## src/include/rv_macros.svh

```systemverilog
`ifndef RV_MACROS_SVH
`define RV_MACROS_SVH

// datapath and address width
`define XLEN 32

// architectural register count
`define NREGS 32

// first fetch address
`define RESET_PC 32'h0000_0000

// base opcodes, instr[6:0]
`define OP_LUI 7'b0110111
`define OP_AUIPC 7'b0010111
`define OP_JAL 7'b1101111
`define OP_JALR 7'b1100111
`define OP_BRANCH 7'b1100011
`define OP_LOAD 7'b0000011
`define OP_STORE 7'b0100011
`define OP_IMM 7'b0010011
`define OP_REG 7'b0110011
`define OP_SYSTEM 7'b1110011

`endif
```

## src/logic/rv_pkg.sv

```systemverilog
`include "rv_macros.svh"

package rv_pkg;

	typedef logic [`XLEN-1:0] word_t;
	typedef logic [$clog2(`NREGS)-1:0] reg_idx_t;
	typedef logic [`XLEN/8-1:0] wmask_t; // one bit per byte lane
	typedef logic [6:0] opcode_t;
	typedef logic [2:0] funct3_t;
	typedef logic [6:0] funct7_t;

	typedef enum logic {
		RUNNING,
		HALTED
	} run_state_t;

	typedef struct packed {
		opcode_t opcode;
		funct3_t funct3;
		funct7_t funct7;
		reg_idx_t rs1;
		reg_idx_t rs2;
		reg_idx_t rd;
		word_t imm;
		logic writes_rd;
		logic is_halt; // ebreak or unsupported
		logic illegal;
	} decoded_t;

	typedef struct packed {
		word_t addr;
		word_t wdata; // lane-replicated for sb/sh
		wmask_t wmask;
		logic read;
		logic write;
	} dmem_req_t;

	typedef struct packed {
		word_t pc;
		reg_idx_t rd;
		word_t wdata;
		logic writes_rd;
		logic illegal;
	} retire_t;

endpackage

```

## src/logic/rv_core.sv

```systemverilog
`timescale 1ns/10ps

module rv_core (
	input logic clk,
	input logic reset,
	output rv_pkg::word_t imem_addr,
	input rv_pkg::word_t imem_data,
	output rv_pkg::dmem_req_t dmem_req,
	input rv_pkg::word_t dmem_rdata,
	output logic retire_valid,
	output rv_pkg::retire_t retire,
	output logic halted
);

	rv_pkg::word_t pc;
	rv_pkg::run_state_t state;
	rv_pkg::decoded_t dec;
	rv_pkg::decoded_t dec_x; // decode as seen by execute
	rv_pkg::word_t src1;
	rv_pkg::word_t src2;
	rv_pkg::word_t val;
	rv_pkg::word_t target;
	logic taken;
	logic running;

	assign running = (state == rv_pkg::RUNNING) && !reset;

	pc_unit u_pc (
		.clk(clk),
		.reset(reset),
		.taken(taken),
		.target(target),
		.halt_req(dec.is_halt),
		.pc(pc),
		.state(state)
	);

	instr_decode u_dec (
		.instr(imem_data),
		.dec(dec)
	);

	// idle core issues no memory strobes
	always_comb begin
		dec_x = dec;
		dec_x.is_halt = dec.is_halt || !running;
	end

	reg_file u_rf (
		.clk(clk),
		.reset(reset),
		.rs1(dec.rs1),
		.rs2(dec.rs2),
		.rd(dec.rd),
		.wen(running && dec.writes_rd),
		.wdata(val),
		.src1(src1),
		.src2(src2)
	);

	exec_unit u_exu (
		.dec(dec_x),
		.src1(src1),
		.src2(src2),
		.pc(pc),
		.dmem_rdata(dmem_rdata),
		.val(val),
		.taken(taken),
		.target(target),
		.dmem_req(dmem_req)
	);

	assign imem_addr = pc;
	assign retire_valid = running;
	assign retire.pc = pc;
	assign retire.rd = dec.rd;
	assign retire.wdata = val;
	assign retire.writes_rd = dec.writes_rd;
	assign retire.illegal = dec.illegal;
	assign halted = (state == rv_pkg::HALTED) && !reset;

endmodule

```

## src/logic/pc_unit.sv

```systemverilog
`timescale 1ns/10ps
`include "rv_macros.svh"

module pc_unit (
	input logic clk,
	input logic reset,
	input logic taken,
	input rv_pkg::word_t target,
	input logic halt_req,
	output rv_pkg::word_t pc,
	output rv_pkg::run_state_t state
);

	rv_pkg::word_t pc_next;

	assign pc_next = taken ? target : pc + rv_pkg::word_t'(4);

	always_ff @(posedge clk) begin
		if (reset) begin
			state <= rv_pkg::RUNNING;
			pc <= `RESET_PC;
		end else begin
			case (state)
				rv_pkg::RUNNING: begin
					if (halt_req) begin
						state <= rv_pkg::HALTED; // pc stays on the halting word
					end else begin
						pc <= pc_next;
					end
				end
				rv_pkg::HALTED: begin
					state <= rv_pkg::HALTED; // only reset leaves
				end
				default: begin
					state <= rv_pkg::HALTED;
				end
			endcase
		end
	end

endmodule

```

## src/logic/exec_unit.sv

```systemverilog
`timescale 1ns/10ps
`include "rv_macros.svh"

module exec_unit (
	input rv_pkg::decoded_t dec,
	input rv_pkg::word_t src1,
	input rv_pkg::word_t src2,
	input rv_pkg::word_t pc,
	input rv_pkg::word_t dmem_rdata,
	output rv_pkg::word_t val,
	output logic taken,
	output rv_pkg::word_t target,
	output rv_pkg::dmem_req_t dmem_req
);

	rv_pkg::word_t addr;
	rv_pkg::word_t link;
	rv_pkg::word_t load_byte;

	assign addr = src1 + dec.imm;
	assign link = pc + rv_pkg::word_t'(4);
	assign load_byte = {{(`XLEN-8){1'b0}}, dmem_rdata[addr[1:0]*8 +: 8]}; // lane by addr[1:0]

	// result select
	always_comb begin
		case (dec.opcode)
			`OP_LUI: val = dec.imm;
			`OP_AUIPC: val = pc + dec.imm;
			`OP_JAL, `OP_JALR: val = link;
			`OP_LOAD: val = (dec.funct3 == 3'b100) ? load_byte : dmem_rdata;
			`OP_IMM: begin
				case (dec.funct3)
					3'b000: val = src1 + dec.imm;
					3'b001: val = src1 << dec.imm[4:0]; // slli
					3'b011: val = {{(`XLEN-1){1'b0}}, src1 < dec.imm}; // unsigned
					3'b100: val = src1 ^ dec.imm;
					3'b111: val = src1 & dec.imm;
					default: val = '0;
				endcase
			end
			`OP_REG: val = (dec.funct3 == 3'b001) ? (src1 << src2[4:0]) : (src1 + src2);
			default: val = '0;
		endcase
	end

	// control transfer
	always_comb begin
		taken = 1'b0;
		target = pc + dec.imm;
		case (dec.opcode)
			`OP_JAL: taken = 1'b1;
			`OP_JALR: begin
				taken = 1'b1;
				target = {addr[`XLEN-1:1], 1'b0};
			end
			`OP_BRANCH: begin
				case (dec.funct3)
					3'b000: taken = (src1 == src2);
					3'b001: taken = (src1 != src2);
					3'b101: taken = ($signed(src1) >= $signed(src2));
					default: taken = 1'b0;
				endcase
			end
			default: taken = 1'b0;
		endcase
	end

	// data memory request
	always_comb begin
		dmem_req.addr = addr;
		case (dec.funct3)
			3'b000: begin
				dmem_req.wdata = {4{src2[7:0]}};
				dmem_req.wmask = rv_pkg::wmask_t'(1) << addr[1:0];
			end
			3'b001: begin
				dmem_req.wdata = {2{src2[15:0]}};
				dmem_req.wmask = rv_pkg::wmask_t'(3) << {addr[1], 1'b0};
			end
			default: begin
				dmem_req.wdata = src2;
				dmem_req.wmask = '1;
			end
		endcase
		dmem_req.read = (dec.opcode == `OP_LOAD) && !dec.is_halt;
		dmem_req.write = (dec.opcode == `OP_STORE) && !dec.is_halt;
	end

endmodule

```

## src/logic/reg_file.sv

```systemverilog
`timescale 1ns/10ps
`include "rv_macros.svh"

module reg_file (
	input logic clk,
	input logic reset,
	input rv_pkg::reg_idx_t rs1,
	input rv_pkg::reg_idx_t rs2,
	input rv_pkg::reg_idx_t rd,
	input logic wen,
	input rv_pkg::word_t wdata,
	output rv_pkg::word_t src1,
	output rv_pkg::word_t src2
);

	rv_pkg::word_t regs [`NREGS];

	always_ff @(posedge clk) begin
		if (reset) begin
			for (int i = 0; i < `NREGS; i++) begin
				regs[i] <= '0;
			end
		end else if (wen && rd != '0) begin
			regs[rd] <= wdata;
		end
	end

	assign src1 = (rs1 == '0) ? '0 : regs[rs1]; // x0 hardwired
	assign src2 = (rs2 == '0) ? '0 : regs[rs2];

endmodule

```

## src/logic/instr_decode.sv

```systemverilog
`timescale 1ns/10ps
`include "rv_macros.svh"

module instr_decode (
	input rv_pkg::word_t instr,
	output rv_pkg::decoded_t dec
);

	rv_pkg::word_t imm_i;
	rv_pkg::word_t imm_s;
	rv_pkg::word_t imm_b;
	rv_pkg::word_t imm_u;
	rv_pkg::word_t imm_j;
	rv_pkg::word_t imm; // immediate of the current format
	logic legal;
	logic is_ebreak;
	logic has_rd; // class produces a result

	assign imm_i = {{20{instr[31]}}, instr[31:20]};
	assign imm_s = {{20{instr[31]}}, instr[31:25], instr[11:7]};
	assign imm_b = {{19{instr[31]}}, instr[31], instr[7], instr[30:25], instr[11:8], 1'b0};
	assign imm_u = {instr[31:12], 12'b0};
	assign imm_j = {{11{instr[31]}}, instr[31], instr[19:12], instr[20], instr[30:21], 1'b0};

	assign is_ebreak = (instr == 32'h0010_0073);

	always_comb begin
		legal = 1'b0;
		has_rd = 1'b0;
		imm = '0;
		case (instr[6:0])
			`OP_LUI, `OP_AUIPC: begin
				legal = 1'b1;
				has_rd = 1'b1;
				imm = imm_u;
			end
			`OP_JAL: begin
				legal = 1'b1;
				has_rd = 1'b1;
				imm = imm_j;
			end
			`OP_JALR, `OP_LOAD: begin
				legal = (instr[6:0] == `OP_JALR) ? (instr[14:12] == 3'b000) :
					(instr[14:12] == 3'b010 || instr[14:12] == 3'b100); // lw, lbu
				has_rd = 1'b1;
				imm = imm_i;
			end
			`OP_BRANCH: begin
				legal = (instr[14:12] == 3'b000 || instr[14:12] == 3'b001 ||
					instr[14:12] == 3'b101); // beq, bne, bge
				imm = imm_b;
			end
			`OP_STORE: begin
				legal = (instr[14:12] <= 3'b010); // sb, sh, sw
				imm = imm_s;
			end
			`OP_IMM: begin
				case (instr[14:12])
					3'b000, 3'b011, 3'b100, 3'b111: legal = 1'b1;
					3'b001: legal = (instr[31:25] == 7'b0); // slli
					default: legal = 1'b0;
				endcase
				has_rd = 1'b1;
				imm = imm_i;
			end
			`OP_REG: begin
				legal = (instr[31:25] == 7'b0) && (instr[14:12] <= 3'b001); // add, sll
				has_rd = 1'b1;
			end
			`OP_SYSTEM: legal = is_ebreak;
			default: legal = 1'b0;
		endcase
	end

	assign dec.opcode = instr[6:0];
	assign dec.funct3 = instr[14:12];
	assign dec.funct7 = instr[31:25];
	assign dec.rs1 = instr[19:15];
	assign dec.rs2 = instr[24:20];
	assign dec.rd = instr[11:7];
	assign dec.imm = imm;
	assign dec.writes_rd = legal && has_rd && (instr[11:7] != '0);
	assign dec.is_halt = is_ebreak || !legal;
	assign dec.illegal = !legal;

endmodule

```

## config.mk

```make
export PLATFORM = sky130hd
export DESIGN_NAME = rv_core
export DESIGN_NICKNAME = d
export VERILOG_FILES = /design/src/logic/rv_pkg.sv /design/src/logic/rv_core.sv /design/src/logic/pc_unit.sv /design/src/logic/exec_unit.sv /design/src/logic/reg_file.sv /design/src/logic/instr_decode.sv
export VERILOG_INCLUDE_DIRS = /design/src /design/src/include
export SDC_FILE = /design/constraint.sdc
export NUM_CORES = 2
export LEC_CHECK = 0
export BUFFER_PORTS_ARGS = -buffer_cell sky130_fd_sc_hd__buf_2
export CAP_MARGIN = 20
export CORE_ASPECT_RATIO = 2
export CORE_UTILIZATION = 30
export DETAILED_ROUTE_END_ITERATION = 8
export GPL_TIMING_DRIVEN = 0
export PLACE_DENSITY = 0.54
export SYNTH_ARGS = -nofsm -noshare
export SYNTH_HDL_FRONTEND = slang
export SYNTH_SLANG_ARGS = --single-unit
```

## constraint.sdc

```tcl
create_clock -name clk -period 5.8 [get_ports clk]
set_clock_uncertainty 0.05 [all_clocks]
set_input_delay 0.29 -clock clk [delete_from_list [all_inputs] [get_ports clk]]
set_output_delay 0.29 -clock clk [all_outputs]
set_load 0.01 [all_outputs]
```

==> flow_metrics.env, run 1 <==
export IMPL_yosysTopAreaCell="edfxtp_1"
export IMPL_synth_edff_count=1024
export IMPL_grt_max_degree=33
export IMPL_htree_levels=3
export IMPL_die_x_um=339
export IMPL_ios=241
export IMPL_yosysWarningCount=0
export IMPL_cts_buffer_depth=3
export IMPL_synth_cells=5898
export IMPL_synth_xor_area_frac=0.0144
export IMPL_synth_top_family_by_area="multiplexers"
export IMPL_die_h_um=676
export IMPL_synthSimpleGateAreaFrac=0.122
export IMPL_muxShareOfSynthArea=0.203
export IMPL_synthArstFlopShare=0
export IMPL_synthTopCellsByArea="edfxtp_1, mux4_2, nor2_1"
export IMPL_io_buffers=232
export IMPL_gp_congestion=1.12
export IMPL_clkSinkCount=1057
export IMPL_gr_usage_all_layers=0.489
export IMPL_grt_pass1_wl_um=732000
export IMPL_error_line="[ERROR GRT-0116] Global routing finished with congestion. Check the congestion regions in the DRC Viewer."
export IMPL_haltStage="global routing"
export IMPL_status="aborted with a tool error"
export IMPL_netlist_area_um2=68100
export IMPL_cts_buffers=99
export IMPL_first_global_vias=68100
export IMPL_synth_top_area_share=0.452
export IMPL_hold_buffers=0
export IMPL_seq_area_frac_synth=0.461
export IMPL_grt_ovfl_total=18
export IMPL_yosys_area_share_adder=0.0312
export IMPL_synth_area_per_cell_um2=11.5
export IMPL_yosys_register_bits=1057
export IMPL_cts_root_buf="clkbuf_16"
export IMPL_place_hpwl_um=392000
export IMPL_synth_compound_area_share=0.117
export IMPL_synth_flop_cell="edfxtp_1"
export IMPL_start_util=0.301
export IMPL_rows=247
export IMPL_synth_distinct_cells=99
-- per-stage QoR --
stage	area, um2	setup TNS (ns)	util	std cells	worst slack, ns
floorplan	68300	0	-	5929	0.0205
global placement	73200	-8760.85	0.324	9149	-8.22
detailed placement	75100	-5122.02	0.333	9263	-5.22
CTS	85600	-298.64	0.379	9682	-1.05
-- per-layer routing --
metal,GRT overflow,GRT usage
met1,0,0.442
met5,0,0.0154
met3,0,0.214
met4,9,0.578
met2,9,0.762
-- cell usage after synthesis, drive strengths merged (88+ instances only) --
master,instances
clkbuf,326
edfxtp,1024
nand3,88
inv,187
a21oi,288
nor2,1173
o21ai,150
ha,165
mux4,510
mux2i,198
nand2,334
nor3,89
o22ai,103
buf,248
-- cell families after synthesis --
group	Yosys count
DFF	1057
muxes	740
other	1
AOI/OAI and AO/OA	1130
buffers and inverters	765
xor gates and xnor gates	112
and+or+nand+nor	1925
adders and majority gates	168
-- repair_timing --
action	in CTS
setup buffers	260
setup endpoints to repair	1924
pin swaps	186
resized for setup	1087
cloned	2
==> run 2: changes to the inputs <==
--- a/config.mk
+++ b/config.mk
@@ -8,11 +8,10 @@
 export LEC_CHECK = 0
 export BUFFER_PORTS_ARGS = -buffer_cell sky130_fd_sc_hd__buf_2
 export CAP_MARGIN = 20
-export CORE_ASPECT_RATIO = 2
-export CORE_UTILIZATION = 30
+export CORE_UTILIZATION = 20
 export DETAILED_ROUTE_END_ITERATION = 8
 export GPL_TIMING_DRIVEN = 0
-export PLACE_DENSITY = 0.54
+export PLACE_DENSITY_LB_ADDON = 0.15
 export SYNTH_ARGS = -nofsm -noshare
 export SYNTH_HDL_FRONTEND = slang
 export SYNTH_SLANG_ARGS = --single-unit
==> constraint.sdc (replaced) <==
create_clock -name clk -period 7.5 [get_ports clk]
set_clock_uncertainty 0.05 [all_clocks]
set_input_delay 0.375 -clock clk [delete_from_list [all_inputs] [get_ports clk]]
set_output_delay 0.375 -clock clk [all_outputs]
set_load 0.01 [all_outputs]
==> run 2 against run 1 <==
Against the previous run: the flow now finishes, with violations (negative setup slack); area after synthesis did not move; synthesized cell count is the same.
==> flow_metrics.env, run 2 <==
export IMPL_status="finished, violations left"
export IMPL_violations="negative setup slack"
export IMPL_drt_antenna_violating_nets=0
export IMPL_crit_required_ns=7.89
export IMPL_synthArstFlopShare=0
export IMPL_cpPeakStageDelay_ns=0.87
export IMPL_final_period_utilization=1.03
export IMPL_clkLatencyLatePin_ns=0.88
export IMPL_n_fill_cell=36000
export IMPL_gp_congestion=0.959
export IMPL_place_area_um2=76900
export IMPL_ir_drop_uv=174
export IMPL_synth_edff_count=1024
export IMPL_wirelength_um=453000
export IMPL_synthTopCellsByArea="edfxtp_1, mux4_2, nor2_1"
export IMPL_drt_iter0_drc=9185
export IMPL_final_net_count=6703
export IMPL_fmax_ghz=0.130
export IMPL_path_max_fanout=32
export IMPL_ios=241
export IMPL_rows=213
export IMPL_drt_pass1_iter_count=6
export IMPL_p_leak_nw=29.4
export IMPL_cp_cell_sequence="buf_2 -> inv_1 -> ha_1 -> clkbuf_1 -> nand2b_1 -> clkbuf_1 -> nor4_1 -> nand3_1 -> nor3_1 -> a211oi_1 -> and3_1 -> nor3_1 -> and2_1 -> nor3b_4 -> nand2_1 -> clkbuf_1 -> nand2_4"
export IMPL_crit_top_cell="clkbuf_1"
export IMPL_gr_usage_all_layers=0.255
export IMPL_multiInputGateArea_um2=34600
export IMPL_first_global_vias=56500
export IMPL_drc=0
export IMPL_grt_ovfl_total=0
export IMPL_vias_per_cell=5.46
export IMPL_synth_distinct_cells=99
export IMPL_place_hpwl_um=338000
export IMPL_cpMaxStageDelayCell="nor4_1"
export IMPL_drive_gt1_frac=0.266
export IMPL_rsz0062_at_grt="yes"
export IMPL_seq_area_um2=31400
export IMPL_dpl_worst_slack_ns=-4.00
export IMPL_start_kind="input port"
export IMPL_start_util=0.202
export IMPL_hold_buffers=0
export IMPL_utilization=0.249
export IMPL_die_area_um2=343000
export IMPL_crit_arrival_ns=8.10
export IMPL_antenna_found_initial=49
export IMPL_slew_viol_final=0
export IMPL_fp_coreArea_um2=338000
export IMPL_netlist_area_um2=68100
export IMPL_area_growth_pct=23.3
export IMPL_seq_area_frac_synth=0.461
export IMPL_synth_most_common_cell="nor2_1"
export IMPL_powerDensity_nw_per_um2=205
export IMPL_die_x_um=585
export IMPL_yosysWarningCount=0
export IMPL_synth_flop_cell="edfxtp_1"
export IMPL_wire_per_inst_um=40.8
export IMPL_critPathKind="input port to flop"
export IMPL_top_regs="u_rf.regs: 1024 flops, u_pc.pc: 32 flops, u_pc.state: 1 flops"
export IMPL_cts_tree="built"
export IMPL_period_needed_ns=7.71
export IMPL_synth_top_area_share=0.452
export IMPL_vias=60600
export IMPL_largest_reg_flops=1024
export IMPL_worstSetupEndpointType="flop"
export IMPL_cts_root_buf="clkbuf_16"
export IMPL_synth_common_cells="nor2_1, edfxtp_1, mux4_2, nand2_1, clkbuf_1"
export IMPL_tightest_slew_ns=1.26
export IMPL_max_cap_violations=0
export IMPL_setup_violations=85
export IMPL_final_common_cell="nor2_1"
export IMPL_yosysTopAreaCell="edfxtp_1"
export IMPL_grt_max_degree=33
export IMPL_cts_buffer_depth=4
export IMPL_final_hold_viol_count=0
export IMPL_synth_cells=5898
export IMPL_synth_area_per_cell_um2=11.5
export IMPL_htree_levels=4
export IMPL_clkSinkCount=1057
export IMPL_io_buffers=232
export IMPL_worst_slack_ns=-0.211
export IMPL_grt_pass1_wl_um=577000
export IMPL_die_h_um=585
export IMPL_hold_path_class="input port to flop"
export IMPL_maxSlewHeadroom=0.160
export IMPL_yosys_register_bits=1057
export IMPL_top_register="u_rf.regs"
export IMPL_fin_hold_ws_ns=0.244
export IMPL_cts_buffers=140
export IMPL_cts_clk_slew_worst_paths_ns=0.08
export IMPL_design_area_um2=84000
export IMPL_layout_common_cells="nor2_1, edfxtp_1, mux4_2, buf_2, nand2_1"
[run 2: cell counts after synthesis]
Identical to the previous run, type by type.
[run 2: power breakdown]
group	total (mW)	internal (mW)	switching, mW
Sequential	6.77	6.66	0.111
Clock	6.43	3.50	2.92
Combinational	4.04	1.29	2.75
[run 2: area by class of cell]
class                      count  share of cell area
buffer                       550              0.0460
tap                         4515              0.0673
sequential                  1057               0.374
antenna                       14            0.000417
inverter                     191             0.00939
multi-input combinational   4107               0.411
clock buffer                 171              0.0434
timing repair buffer         422              0.0435
clock inverter                64             0.00446
[run 2: worst max-delay path: cells and delay by family]
family / cells / cell delay [ns]
compound gates: 1 / 0.10
fa+ha+maj: 1 / 0.15
simple gates: 10 / 5.63
buf+inv: 5 / 1.68
[run 2: cell families (layout without fill, tap and decap cells)]
kind of cell,count (synthesis),count (layout),synth area share
simple gates,1925,1925,0.122
compound gates,1130,1130,0.117
flops,1057,1057,0.461
buf+inv,765,1398,0.0513
mux,740,740,0.203
fa+ha+maj,168,168,0.0312
xor+xnor,112,112,0.0144
other cells,1,46,0.0000551
[run 2: metrics by stage]
step	cells	setup TNS (ns)	power, mW
global placement	10700	-6651.29	10.5
finish	11100	-8.18	17.2
detailed placement	10800	-2778.61	10.5
global route	11100	-0.326	17.5
floorplan	5929	0	8.69
CTS	11000	-0.175	17.1
[run 2: final timing paths]
kind | depth (start not counted) | slack (ns) | from | endpoint
max reg2reg | 20 | 0.43 | u_rf.regs[13][0] | u_rf.regs[29][5]
min | 2 | 0.24 | reset | u_pc.pc[29]
min reg2reg | 2 | 0.53 | u_pc.pc[0] | u_pc.pc[0]
max | 17 | -0.21 | imem_data[12] | u_rf.regs[16][9]
[run 2: what timing repair did]
action / in CTS / in global routing
setup endpoints to repair: 1129 / 207
pin swaps: 35 / 21
buffers inserted: 63 / 35
gates resized for setup: 433 / 112
gates cloned: 0 / 0
[run 2: per-layer routing]
| metal | vias up | wire length (um) | GRT usage |
|---|---|---|---|
| met2 | 4132 | 194000 | 0.384 |
| met4 | 32 | 24300 | 0.117 |
| met3 | 813 | 49900 | 0.0747 |
| met1 | 32000 | 184000 | 0.336 |
| li1 | 23600 | - | - |
| met5 | - | 238 | 0 |
Power figures use the tool's default switching activity.
